==> src/bp_pkg.sv <==
/*
 * Shared types and constants of the fetch address generator.
 * Covers address, instruction and immediate widths, queue and stack depths.
 */
package bp_pkg;

	typedef logic [63:0] addr_t;     // Instruction address
	typedef logic [63:0] imm_t;      // Sign-extended immediate offset
	typedef logic [31:0] instr_t;    // Fetched instruction word

	// Predicted-taken bit on top of the alternative address
	typedef logic [64:0] bq_entry_t;

	localparam int BQ_DEPTH  = 16;
	localparam int BQ_AW     = $clog2(BQ_DEPTH);
	localparam int RAS_DEPTH = 16;
	localparam int RAS_AW    = $clog2(RAS_DEPTH);

	// Position of the predicted-taken flag inside a queue entry
	localparam int BQ_TAKEN_BIT = 64;

	localparam addr_t RESET_PC = 64'h0000_0000_8000_0000;

	// Major opcodes of the 32-bit control transfer instructions
	localparam logic [6:0] OPC_JAL    = 7'b1101111;
	localparam logic [6:0] OPC_JALR   = 7'b1100111;
	localparam logic [6:0] OPC_BRANCH = 7'b1100011;

	// Link registers recognized by the call and return hints
	localparam logic [4:0] REG_RA = 5'd1;
	localparam logic [4:0] REG_T0 = 5'd5;

endpackage

==> src/bp_decode_if.sv <==
/*
 * Predecode results passed from the predecoder to the predictor.
 */
`timescale 1ns/1ps

interface bp_decode_if;
	import bp_pkg::*;

	logic is_jal;      // Direct jump, JAL or C.J
	logic is_jalr;     // Register jump, JALR, C.JR or C.JALR
	logic is_branch;
	logic is_call;
	logic is_return;
	logic is_rvc;      // Compressed 16-bit word
	imm_t imm;

	modport producer (
		output is_jal, is_jalr, is_branch, is_call, is_return, is_rvc, imm
	);

	modport consumer (
		input is_jal, is_jalr, is_branch, is_call, is_return, is_rvc, imm
	);

endinterface

==> src/bp_branch_queue.sv <==
/*
 * Flushable FIFO of pending branch predictions and their alternative addresses.
 */
`timescale 1ns/1ps

module bp_branch_queue (
	input  logic              CLK,
	input  logic              arst_n,
	input  logic              push,
	input  logic              pop,
	input  logic              flush,
	input  bp_pkg::bq_entry_t data_push,
	output bp_pkg::bq_entry_t data_pop,
	output logic              full,
	output logic              empty
);
	import bp_pkg::*;

	bq_entry_t mem [BQ_DEPTH];

	// Top bit of each pointer tells a full ring from an empty one
	logic [BQ_AW:0] wr_ptr;
	logic [BQ_AW:0] rd_ptr;
	logic           do_push;
	logic           do_pop;

	assign empty = (wr_ptr == rd_ptr);
	assign full  = (wr_ptr[BQ_AW] != rd_ptr[BQ_AW]) &&
		(wr_ptr[BQ_AW-1:0] == rd_ptr[BQ_AW-1:0]);

	assign do_push = push & ~full & ~flush;
	assign do_pop  = pop & ~empty & ~flush;

	assign data_pop = mem[rd_ptr[BQ_AW-1:0]];    // Head entry is always visible

	always_ff @(posedge CLK or negedge arst_n) begin
		if (!arst_n) begin
			wr_ptr <= '0;
			rd_ptr <= '0;
		end else if (flush) begin
			wr_ptr <= '0;
			rd_ptr <= '0;
		end else begin
			if (do_push)
				wr_ptr <= wr_ptr + 1'b1;
			if (do_pop)
				rd_ptr <= rd_ptr + 1'b1;
		end
	end

	always_ff @(posedge CLK) begin
		if (do_push)
			mem[wr_ptr[BQ_AW-1:0]] <= data_push;
	end

endmodule

==> src/bp_frontend_top.sv <==
/*
 * Fetch address generator top. Joins the predecoder and the predictor.
 */
`timescale 1ns/1ps

module bp_frontend_top (
	input  logic           CLK,
	input  logic           arst_n,
	input  logic           is_reset,
	input  bp_pkg::instr_t instr,
	input  bp_pkg::addr_t  fetch_pc,
	input  logic           fetch_pc_valid,
	input  logic           exception,
	input  bp_pkg::addr_t  exception_pc,
	input  logic           jalr_valid,
	input  bp_pkg::addr_t  jalr_pc,
	input  logic           bru_res_valid,
	input  logic           bru_taken_branch,
	output logic           mispredict,
	output bp_pkg::addr_t  fetch_addr,
	output logic           fetch_addr_valid
);

	bp_decode_if u_decode_if ();

	bp_predecode u_predecode (
		.instr (instr),
		.dec   (u_decode_if.producer)
	);

	branch_predict u_branch_predict (
		.CLK              (CLK),
		.arst_n           (arst_n),
		.is_reset         (is_reset),
		.dec              (u_decode_if.consumer),
		.fetch_pc         (fetch_pc),
		.fetch_pc_valid   (fetch_pc_valid),
		.exception        (exception),
		.exception_pc     (exception_pc),
		.jalr_valid       (jalr_valid),
		.jalr_pc          (jalr_pc),
		.bru_res_valid    (bru_res_valid),
		.bru_taken_branch (bru_taken_branch),
		.mispredict       (mispredict),
		.fetch_addr       (fetch_addr),
		.fetch_addr_valid (fetch_addr_valid)
	);

endmodule

==> src/bp_predecode.sv <==
/*
 * Instruction predecoder. Classifies a fetched word as branch, jump, call
 * or return and reassembles its sign-extended immediate.
 */
`timescale 1ns/1ps

module bp_predecode (
	input  bp_pkg::instr_t instr,
	bp_decode_if.producer  dec
);
	import bp_pkg::*;

	logic       jal;
	logic       jalr;
	logic       branch;
	logic [4:0] rd;
	logic [4:0] rs1;
	imm_t       imm_val;

	function automatic logic is_link(input logic [4:0] r);
		return (r == REG_RA) || (r == REG_T0);
	endfunction

	always_comb begin
		jal     = 1'b0;
		jalr    = 1'b0;
		branch  = 1'b0;
		rd      = instr[11:7];
		rs1     = instr[19:15];
		imm_val = '0;

		if (instr[1:0] == 2'b11) begin
			unique case (instr[6:0])
				OPC_JAL: begin
					jal     = 1'b1;
					imm_val = {{43{instr[31]}}, instr[31], instr[19:12], instr[20],
						instr[30:21], 1'b0};
				end
				OPC_JALR: begin
					jalr    = (instr[14:12] == 3'b000);
					imm_val = {{52{instr[31]}}, instr[31:20]};
				end
				OPC_BRANCH: begin
					branch  = (instr[14:13] != 2'b01);    // funct3 010 and 011 are reserved
					imm_val = {{51{instr[31]}}, instr[31], instr[7], instr[30:25],
						instr[11:8], 1'b0};
				end
				default: ;
			endcase
		end else if (instr[1:0] == 2'b01) begin
			// Quadrant 1 holds C.J, C.BEQZ and C.BNEZ
			unique case (instr[15:13])
				3'b101: begin
					jal     = 1'b1;
					rd      = 5'd0;
					imm_val = {{52{instr[12]}}, instr[12], instr[8], instr[10:9], instr[6],
						instr[7], instr[2], instr[11], instr[5:3], 1'b0};
				end
				3'b110, 3'b111: begin
					branch  = 1'b1;
					rd      = 5'd0;
					imm_val = {{55{instr[12]}}, instr[12], instr[6:5], instr[2],
						instr[11:10], instr[4:3], 1'b0};
				end
				default: ;
			endcase
		end else if (instr[1:0] == 2'b10 && instr[15:13] == 3'b100 &&
				instr[11:7] != 5'd0 && instr[6:2] == 5'd0) begin
			// C.JR links nothing, C.JALR writes ra
			jalr = 1'b1;
			rs1  = instr[11:7];
			rd   = instr[12] ? REG_RA : 5'd0;
		end
	end

	assign dec.is_jal    = jal;
	assign dec.is_jalr   = jalr;
	assign dec.is_branch = branch;
	assign dec.is_rvc    = (instr[1:0] != 2'b11);
	assign dec.imm       = imm_val;

	// A jump writing a link register is a call
	assign dec.is_call   = (jal | jalr) & is_link(rd);
	assign dec.is_return = jalr & is_link(rs1) & ~is_link(rd);

endmodule

==> src/bp_return_stack.sv <==
/*
 * Return address stack kept as a ring. A push on a full ring drops the
 * oldest address, and flush empties it.
 */
`timescale 1ns/1ps

module bp_return_stack (
	input  logic          CLK,
	input  logic          arst_n,
	input  logic          push,
	input  logic          pop,
	input  logic          flush,
	input  bp_pkg::addr_t data_push,
	output bp_pkg::addr_t data_pop,
	output logic          empty
);
	import bp_pkg::*;

	addr_t mem [RAS_DEPTH];

	logic [RAS_AW-1:0] top;      // Index of the most recent entry
	logic [RAS_AW:0]   count;    // Live entries, saturates at RAS_DEPTH
	logic [RAS_AW-1:0] wr_idx;
	logic              do_push;
	logic              do_pop;

	assign empty    = (count == '0);
	assign data_pop = mem[top];

	assign do_push = push & ~flush;
	assign do_pop  = pop & ~empty & ~flush;

	// Push with pop rewrites the top slot in place
	assign wr_idx = do_pop ? top : top + 1'b1;

	always_ff @(posedge CLK or negedge arst_n) begin
		if (!arst_n) begin
			top   <= '0;
			count <= '0;
		end else if (flush) begin
			count <= '0;
		end else if (do_push && !do_pop) begin
			top <= top + 1'b1;
			if (count != RAS_DEPTH[RAS_AW:0])
				count <= count + 1'b1;
		end else if (do_pop && !do_push) begin
			top   <= top - 1'b1;
			count <= count - 1'b1;
		end
	end

	always_ff @(posedge CLK) begin
		if (do_push)
			mem[wr_idx] <= data_push;
	end

endmodule

==> src/branch_predict.sv <==
/*
 * Static branch predictor and fetch address register. Picks the next fetch
 * address from predecode, the return stack and branch resolutions.
 */
`timescale 1ns/1ps

module branch_predict (
	input  logic          CLK,
	input  logic          arst_n,
	input  logic          is_reset,
	bp_decode_if.consumer dec,
	input  bp_pkg::addr_t fetch_pc,
	input  logic          fetch_pc_valid,
	input  logic          exception,
	input  bp_pkg::addr_t exception_pc,
	input  logic          jalr_valid,
	input  bp_pkg::addr_t jalr_pc,
	input  logic          bru_res_valid,
	input  logic          bru_taken_branch,
	output logic          mispredict,
	output bp_pkg::addr_t fetch_addr,
	output logic          fetch_addr_valid
);
	import bp_pkg::*;

	addr_t     next_pc;
	addr_t     take_pc;
	addr_t     resolve_pc;
	addr_t     fetch_addr_dnxt;
	logic      fetch_addr_valid_dnxt;
	logic      fetch_addr_load;

	logic      predict_taken;
	logic      bq_stall;
	logic      jalr_stall;
	logic      fetch_accept;
	logic      flush;

	bq_entry_t bq_data_push;
	bq_entry_t bq_data_pop;
	logic      bq_push;
	logic      bq_full;
	logic      bq_empty;

	addr_t     ras_data_pop;
	logic      ras_push;
	logic      ras_pop;
	logic      ras_empty;

	// Backward branches and every jump go the taken way
	assign predict_taken = (dec.is_branch & dec.imm[63]) | dec.is_jal | dec.is_jalr;

	assign bq_stall   = dec.is_branch & bq_full;
	// A return can still go ahead on the stack's word alone
	assign jalr_stall = dec.is_jalr & ~jalr_valid & (ras_empty | ~dec.is_return);

	assign fetch_accept = fetch_pc_valid & ~bq_stall & ~jalr_stall;

	// Resolutions arrive in program order and match the queue head
	assign mispredict = bru_res_valid & ~bq_empty &
		(bru_taken_branch ^ bq_data_pop[BQ_TAKEN_BIT]);
	assign resolve_pc = bq_data_pop[63:0];
	assign flush      = mispredict | exception;

	assign ras_push = fetch_accept & dec.is_call;
	assign ras_pop  = fetch_accept & dec.is_jalr & dec.is_return & ~ras_empty;

	assign next_pc = fetch_pc + (dec.is_rvc ? 64'd2 : 64'd4);

	always_comb begin
		if (dec.is_jalr)
			take_pc = ras_pop ? ras_data_pop : jalr_pc;
		else
			take_pc = fetch_pc + dec.imm;    // Branches and JAL are PC relative
	end

	// Keep the way not chosen so a mispredict can go back to it
	assign bq_push      = fetch_accept & dec.is_branch;
	assign bq_data_push = {predict_taken, predict_taken ? next_pc : take_pc};

	always_comb begin
		if (is_reset)
			fetch_addr_dnxt = RESET_PC;
		else if (exception)
			fetch_addr_dnxt = exception_pc;
		else if (mispredict)
			fetch_addr_dnxt = resolve_pc;
		else if (fetch_accept)
			fetch_addr_dnxt = predict_taken ? take_pc : next_pc;
		else
			fetch_addr_dnxt = fetch_pc;
	end

	assign fetch_addr_valid_dnxt = fetch_accept | mispredict | exception;
	assign fetch_addr_load       = fetch_pc_valid | mispredict | exception | is_reset;

	always_ff @(posedge CLK or negedge arst_n) begin
		if (!arst_n) begin
			fetch_addr       <= RESET_PC;
			fetch_addr_valid <= 1'b0;
		end else begin
			fetch_addr_valid <= fetch_addr_valid_dnxt;
			if (fetch_addr_load)
				fetch_addr <= fetch_addr_dnxt;
		end
	end

	bp_branch_queue u_branch_queue (
		.CLK       (CLK),
		.arst_n    (arst_n),
		.push      (bq_push),
		.pop       (bru_res_valid),
		.flush     (flush),
		.data_push (bq_data_push),
		.data_pop  (bq_data_pop),
		.full      (bq_full),
		.empty     (bq_empty)
	);

	bp_return_stack u_return_stack (
		.CLK       (CLK),
		.arst_n    (arst_n),
		.push      (ras_push),
		.pop       (ras_pop),
		.flush     (flush),
		.data_push (next_pc),    // Return lands right after the call
		.data_pop  (ras_data_pop),
		.empty     (ras_empty)
	);

endmodule
==> config.mk <==
export PLATFORM = sky130hd
export DESIGN_NAME = bp_frontend_top
export DESIGN_NICKNAME = d
export VERILOG_FILES = /design/src/bp_pkg.sv /design/src/bp_decode_if.sv /design/src/bp_branch_queue.sv /design/src/bp_frontend_top.sv /design/src/bp_predecode.sv /design/src/bp_return_stack.sv /design/src/branch_predict.sv
export SDC_FILE = /design/constraint.sdc
export NUM_CORES = 2
export LEC_CHECK = 0
export BUFFER_PORTS_ARGS = -buffer_cell sky130_fd_sc_hd__buf_2
export CAP_MARGIN = 20
export CORE_MARGIN = 4
export CORE_UTILIZATION = 30
export CTS_CLUSTER_SIZE = 30
export DETAILED_ROUTE_END_ITERATION = 12
export HOLD_SLACK_MARGIN = 0.06
export PLACE_DENSITY = 0.5
export SYNTH_ARGS = -nofsm -noshare
export SYNTH_HDL_FRONTEND = slang
export SYNTH_SLANG_ARGS = --single-unit
==> constraint.sdc <==
create_clock -name CLK -period 8.3 [get_ports CLK]
set_input_delay 0.415 -clock CLK [delete_from_list [all_inputs] [get_ports CLK]]
set_output_delay 0.415 -clock CLK [all_outputs]
set_load 0.01 [all_outputs]
**Yosys cells after proc, flatten, opt, wreduce, memory -nomap -nowiden**

Memory sizes are Yosys's and may differ from the RTL's.
Cells that the tools add are included.

- Input port bits: 232
- Output and inout port bits: 66
- Logic and storage cells: 149
- Memories kept: 2
- Flip-flop bits (word level): 84
- Bits in writable memories: 2,064

- Equality and inequality tests: 21
- $add $sub $neg: 8
- Reduce and logical (&&, ||, !) cells: 22
- Bitwise operators: 42
- Multiplexer cells: 48

Memories:

| name | depth | bits a word | rd ports | clocked after Yosys merged registers in | write ports | line | source |
|---|---|---|---|---|---|---|---|
| u_branch_predict.u_branch_queue.mem | 16 | 65 | 1 | 0 | 1 | bp_branch_queue.sv:19 | `bq_entry_t mem [BQ_DEPTH];` |
| u_branch_predict.u_return_stack.mem | 16 | 64 | 1 | 0 | 1 | bp_return_stack.sv:19 | `addr_t mem [RAS_DEPTH];` |

Operators by type and width:

| operator | count |
|---|---|
| $mux 64 | 10 |
| $pmux 64 s3 | 1 |
| $add 64x64->64 | 2 |
| $pmux 64 s2 | 1 |
| $mux 5 | 15 |
| $and 1x1->1 | 22 |
| $eq 7x7->1 const B | 3 |
| $mux 1 | 17 |
| $add 5x1->5 const B | 3 |
| $eq 3x3->1 const B | 4 |
| $mux 4 | 3 |
| $eq 5x1->1 const B | 2 |
| $eq 5x3->1 const B | 2 |
| $logic_not 5->1 | 2 |
| $or 1x1->1 | 10 |
| $not 1->1 | 9 |
| $logic_and 1x1->1 | 6 |
| $reduce_bool 2->1 | 3 |
| $eq 5x5->1 | 1 |
| $ne 5x5->1 const B | 1 |
| $reduce_bool 5->1 | 1 |
| $sub 5x1->5 const B | 1 |
| $add 4x1->4 const B | 1 |
| $eq 2x2->1 const B | 2 |
| 16 further kinds | 19 |

**Logic depth before layout (Yosys ltp)**

- Word-level depth: 26
- Mapped depth: 19
- Gate-level depth less buffers: 17

**Hierarchy**

From an unflattened synthesis, not the netlist that was laid out.

- Cell total of the unflattened synthesis: 5,483
- Area, all modules: 93,043.0 sq um

Modules (own cells, without submodules):

| module | cells an instance | area each (sq um) | instances | seq. area each (sq um) |
|---|---|---|---|---|
| bp_branch_queue | 1,965 | 40,478.8 | 1 | 31,480.2 |
| bp_return_stack | 1,538 | 39,255.1 | 1 | 30,974.7 |
| branch_predict | 1,865 | 12,477.0 | 1 | 1,627.8 |
| bp_predecode | 115 | 832.0 | 1 | 0.0 |

**Worst setup path after synthesis**

OpenSTA, ideal clock, no wires.

- Path type: input -> register
- Start: input port instr[0]
- End: memory u_branch_predict.u_return_stack.mem[3][0] (netlist name), enable pin
- Slack: 2.278 ns
- Arrival time: 5.535 ns
- Buffers on the path: 1
- Cell stages on the path: 10
- Path through: or4b_4 > a2111oi_4 > mux2i_1 > a221oi_4 > o31ai_2 > buf_2 > nor3_1 > nor2b_1 > nand2_1 > nor2_1

- Cells in the longest elaborated chain, start to end: 22
- Elaborated cells between the ends (all ways): 55
- Those cells by class: 10 x eq/ne; 19 x mux; 21 x bitwise; 5 x reduce/logical

Ends and longest elaborated chain:

| item | line | source |
|---|---|---|
| start, declared | bp_frontend_top.sv:10 | `input bp_pkg::instr_t instr,` |
| $eq 2x2->1 | bp_predecode.sv:67 | `end else if (instr[1:0] == 2'b10 && instr[15:13] == 3'b100 &&` |
| $logic_and 1x1->1 (2 in a row) | bp_predecode.sv:67 |  |
| $logic_and 1x1->1 | bp_predecode.sv:68 | `instr[11:7] != 5'd0 && instr[6:2] == 5'd0) begin` |
| $mux 5 | bp_predecode.sv:67 |  |
| $mux 5 | bp_predecode.sv:50 | `end else if (instr[1:0] == 2'b01) begin` |
| $mux 5 | bp_predecode.sv:32 | `if (instr[1:0] == 2'b11) begin` |
| $eq 5x1->1 or $eq 5x3->1 (tied branches) | bp_predecode.sv:21 | `return (r == REG_RA) \|\| (r == REG_T0);` |
| $logic_or 1x1->1 | bp_predecode.sv:21 |  |
| [... 2 more ...] | - |  |
| $not 1->1 | branch_predict.sv:55 | `assign jalr_stall = dec.is_jalr & ~jalr_valid & (ras_empty \| ~dec.is_return);` |
| $or 1x1->1 | branch_predict.sv:55 |  |
| $and 1x1->1 | branch_predict.sv:55 |  |
| $not 1->1 | branch_predict.sv:57 | `assign fetch_accept = fetch_pc_valid & ~bq_stall & ~jalr_stall;` |
| $and 1x1->1 | branch_predict.sv:57 |  |
| $and 1x1->1 (3 in a row) | branch_predict.sv:66 | `assign ras_pop = fetch_accept & dec.is_jalr & dec.is_return & ~ras_empty;` |
| $and 1x1->1 (2 in a row) | bp_return_stack.sv:31 | `assign do_pop = pop & ~empty & ~flush;` |
| $mux 4 | bp_return_stack.sv:34 | `assign wr_idx = do_pop ? top : top + 1'b1;` |
| end, declared | bp_return_stack.sv:19 |  |

Several ways; a longest one is shown, not always the timed one.

**Final worst setup path**

- Start: input port instr[4]
- End: memory u_branch_predict.u_branch_queue.mem[12][60] (netlist name), data pin

- Cells in the longest elaborated chain, start to end: 20
- Elaborated cells between the ends (all ways): 51
- Those cells by class: 1 x add/sub; 7 x eq/ne; 21 x mux; 18 x bitwise; 4 x reduce/logical

Ends and longest elaborated chain:

| item | line | source |
|---|---|---|
| $logic_not 5->1 | bp_predecode.sv:68 |  |
| $logic_and 1x1->1 | bp_predecode.sv:68 |  |
| $mux 5 | bp_predecode.sv:67 |  |
| $mux 5 | bp_predecode.sv:50 |  |
| $mux 5 | bp_predecode.sv:32 |  |
| $eq 5x1->1 or $eq 5x3->1 (tied branches) | bp_predecode.sv:21 |  |
| $logic_or 1x1->1 | bp_predecode.sv:21 |  |
| $and 1x1->1 or $not 1->1 (tied branches) | bp_predecode.sv:84 | `assign dec.is_return = jalr & is_link(rs1) & ~is_link(rd);` |
| [... 3 more ...] | - |  |
| $and 1x1->1 | branch_predict.sv:55 |  |
| $not 1->1 | branch_predict.sv:57 |  |
| $and 1x1->1 | branch_predict.sv:57 |  |
| $and 1x1->1 (3 in a row) | branch_predict.sv:66 |  |
| $mux 64 | branch_predict.sv:72 | `take_pc = ras_pop ? ras_data_pop : jalr_pc;` |
| $mux 64 | branch_predict.sv:71 | `if (dec.is_jalr)` |
| $mux 64 (*) | branch_predict.sv:79 | `assign bq_data_push = {predict_taken, predict_taken ? next_pc : take_pc};` |
| named net u_branch_predict.bq_data_push[60] | branch_predict.sv:39 | `bq_entry_t bq_data_push;` |
| end, declared | bp_branch_queue.sv:19 |  |

The timed path passes the listed nets; every way through them passes the cells marked *.

==> flow_metrics.py <==
metrics = {
    "die": {
        "fp.dieArea_um2": 313000,
        "die_h_um": 560,
        "start_util_pct": 30.1,
        "core_um2": 303000,
        "dieWidth_um": 560,
        "pin_count": 298,
        "rows": 202,
    },
    "cells_and_area": {
        "fin_cells": 9641,
        "drive_gt1_share_pct": 27.3,
        "final_nets": 5778,
        "layout_commonest_cell": "edfxtp_1",
        "stdcell_area_um2": 107000,
        "final_cell_mix": "2064 x edfxtp_1, 641 x mux4_2, 296 x buf_2",
        "syn_to_final_growth_pct": 16.7,
    },
    "synth": {
        "ys.flop_type": "edfxtp_1",
        "syn_area_um2": 91200,
        "yosys_warnings": 0,
        "yosys.area.top_type": "edfxtp_1",
        "synth_edf_count": 2064,
        "ys_ff_latch": 2148,
        "synth_nets": 5248,
        "syn_area_per_cell_um2": 18.5,
        "yosysSeqAreaShare_pct": 70.2,
        "synth_cells": 4937,
        "async_flop_share_pct": 3.91,
        "netlist.area_leader.share_pct": 67.9,
        "yosysUniqueCellTypes": 89,
        "ys_top_cells_by_area": "edfxtp_1 68%, mux4_2 16%, dfrtp_1 2.3%, a21oi_1 1.4%, nand2_1 1.1%",
    },
    "power_and_ir_drop": {
        "leakage_nw": 34.4,
        "finalPower_mw": 23.5,
        "power.density_nw_per_um2": 220,
        "ir_drop_mv": 0.178,
    },
    "clock_tree": {
        "cts_htree_levels": 4,
        "ctsLongestPathBuffers": 4,
        "clock_latency_ns": 0.89,
        "clk_pin_slew_worst_paths_ns": 0.06,
        "numCtsBuffers": 219,
        "clock_sinks": 2148,
        "clock-root-buffer": "clkbuf_16",
        "cts_resized": 0,
        "cts_tree": "built",
    },
    "timing": {
        "worst_pin_slew_ns": 1.24,
        "min_period_ns": 6.62,
        "tns_ns": 0,
        "rsz0062_at_grt": "no",
        "hold_viol": 0,
        "skew_ns": 0.0603,
        "fin_ws_ns": 1.68,
        "period_share_pct": 79.8,
        "fmax_mhz": 151,
        "worst_slew_margin_rel_pct": 17.2,
        "final-max-slew-violation-count": 0,
        "finalSetupViolCount": 0,
    },
    "drt": {
        "first_iter_violations": 5141,
        "vias_per_cell": 5.37,
        "dr_total_vias": 51781,
        "antenna_left": 0,
        "top_layer_used": "met5",
        "route.met3.wl_um": 15800,
        "dr.pass1.iters": 5,
        "post-route-drc-count": 0,
        "wl_per_cell_um": 32.4,
        "wl_met2_um": 153000,
        "wl_um": 312000,
        "drt-met1-wl_um": 126000,
    },
    "global_route": {
        "grt-ovfl-total": 0,
        "grt_usage_pct": 19.4,
        "grt_max_degree": 142,
        "grt_pass1_vias": 52379,
        "grt_pass1_wl_um": 430000,
        "antenna_found_initial": 42,
    },
    "critical_path": {
        "crit_top_cell": "a21oi_1",
        "cp-start-kind": "primary input",
        "crit_family": "compound AO/OA/AOI/OAI gates",
        "cp.arrival_ns": 7.13,
        "max_stage_delay_ns": 0.95,
        "crit_buf_inv": 2,
        "setup.worst_path.end_class": "register",
        "crit_type": "in2reg",
        "cp_cell_sequence": "buf_2 -> nand3b_1 -> nor3_1 -> and3_1 -> ha_1 -> inv_1 -> fa_1 -> nand2b_1 -> a21oi_1 -> o32ai_1 -> a2111oi_2 -> o2111ai_1 -> a2111oi_2 -> a21oi_1 -> o21ai_1 -> a41oi_1 -> xor2_1 -> a21oi_1",
        "cp_slowest_cell": "a2111oi_2",
        "required_ns": 8.81,
        "path_max_fanout": 16,
    },
    "min_path": {
        "hold_class": "in2reg",
    },
    "placed_design": {
        "port_buffers": 297,
        "dp.cells": 9114,
        "gp_congestion": 0.946,
        "hpwl_um": 203000,
        "place_area_um2": 98600,
        "preCtsSetupSlack_ns": 1.01,
    },
    "status": {
        "status": "finished, final reports clean",
    },
    "job": {
        "max-cap-violations": 0,
    },
}
-- synth_stat cells (8+ instances only) --
master    instances
edfxtp_1       2064
mux4_2          641
a21oi_1         264
nand2_1         257
nor2_1          223
clkbuf_1        173
o21ai_0         144
xnor2_1          87
dfrtp_1          83
mux2i_1          79
ha_1             77
buf_1            68
xor2_1           58
nand3_1          54
inv_1            52
nor3_1           43
buf_2            38
a31oi_1          35
nand4_1          35
and2_1           31
o211ai_1         28
and3_1           27
a21o_1           26
nor4_1           25
a211oi_1         22
nand2b_1         16
o21a_1           16
o21ai_1          16
a32o_1           15
nor2b_1          15
o221ai_1         14
o21bai_1         13
a221o_1          12
a221oi_1         12
mux2_2           12
o31ai_1          10
or3_1            10
a22oi_1           8
a32oi_1           8
-- metal layers --
metal / GRT usage [%] / vias up
met2: 32.4 / 1875
met1: 25.1 / 27928
met4: 9.52 / 2
met5: 0 / -
met3: 2.30 / 557
li1: - / 21419
-- area by class of cell --
type / count / area [um2]
antenna: 23 / 57.6
clock buffer: 276 / 5750
clock inverter: 118 / 1020
fill: 28463 / 196000
inverter: 54 / 209
multi-input combinational: 2451 / 26200
sequential: 2148 / 64100
tap: 3978 / 4980
timing repair buffer: 593 / 4240
-- per-stage QoR --
step / hold WS [ns] / utilization, %
after floorplan: 0.119 / -
after global placement: 0.476 / 32.6
after detailed placement: 0.473 / 32.6
after CTS: 0.0601 / 35.1
after global routing: 0.0951 / 35.2
final: 0.0961 / 35.2
-- registers in the layout, indices dropped and copies added (netlist names) --
name	count
u_branch_predict.u_return_stack.count	5
u_branch_predict.u_return_stack.top	4
u_branch_predict.fetch_addr	64
u_branch_predict.u_branch_queue.rd_ptr	5
u_branch_predict.fetch_addr_valid	1
u_branch_predict.u_branch_queue.wr_ptr	5
u_branch_predict.u_return_stack.mem	1024
u_branch_predict.u_branch_queue.mem	1040
-- logic make-up (layout without fill, tap and decap cells) --
| logic type | after synthesis | in the layout | share of synthesized area [%] |
|---|---|---|---|
| DFF | 2148 | 2148 | 70.2 |
| and+or+nand+nor | 778 | 778 | 3.99 |
| muxes | 734 | 734 | 16.9 |
| AOI/OAI and AO/OA | 715 | 715 | 4.95 |
| buffers and inverters | 338 | 1041 | 1.48 |
| xor gates and xnor gates | 145 | 145 | 1.39 |
| adders and majority gates | 79 | 79 | 1.10 |
| other | 0 | 23 | 0 |
-- power breakdown --
part	total, mW	switching [mW]	internal (mW)
sequential	12.2	0.0450	12.2
combinational	1.78	1.25	0.524
clock	9.48	4.10	5.38
total	23.5	5.39	18.1
-- final timing paths --
kind                                                                       start                                               endpoint  slack (ns)  cells after the start
max                                                                     instr[4]  u_branch_predict.u_branch_queue.mem[12][60]$_DFFE_PP_        1.68                     18
min                                                                 fetch_pc[21]            u_branch_predict.fetch_addr[21]$_DFFE_PN0P_         0.1                      3
max reg2reg                u_branch_predict.u_branch_queue.rd_ptr[0]$_DFFE_PN0P_            u_branch_predict.fetch_addr[48]$_DFFE_PN0P_        2.26                     13
min reg2reg                          u_branch_predict.fetch_addr[28]$_DFFE_PN0P_            u_branch_predict.fetch_addr[28]$_DFFE_PN0P_        0.48                      2
max in group asynchronous                                                 arst_n     u_branch_predict.u_return_stack.top[2]$_DFFE_PN0P_        6.59                      3
min in group asynchronous                                                 arst_n            u_branch_predict.fetch_addr[18]$_DFFE_PN0P_        0.24                      2
-- tightest hold or removal path, cell delays in order --
cell     delay (ns)
buf_2          0.15
mux2i_1        0.17
o21ai_1        0.15
-- what timing repair did --
item	4_1_cts	5_1_grt
hold endpoints to repair	118	0
buffers inserted	0	0
hold buffers	82	0
Power figures use the tool's default switching activity.
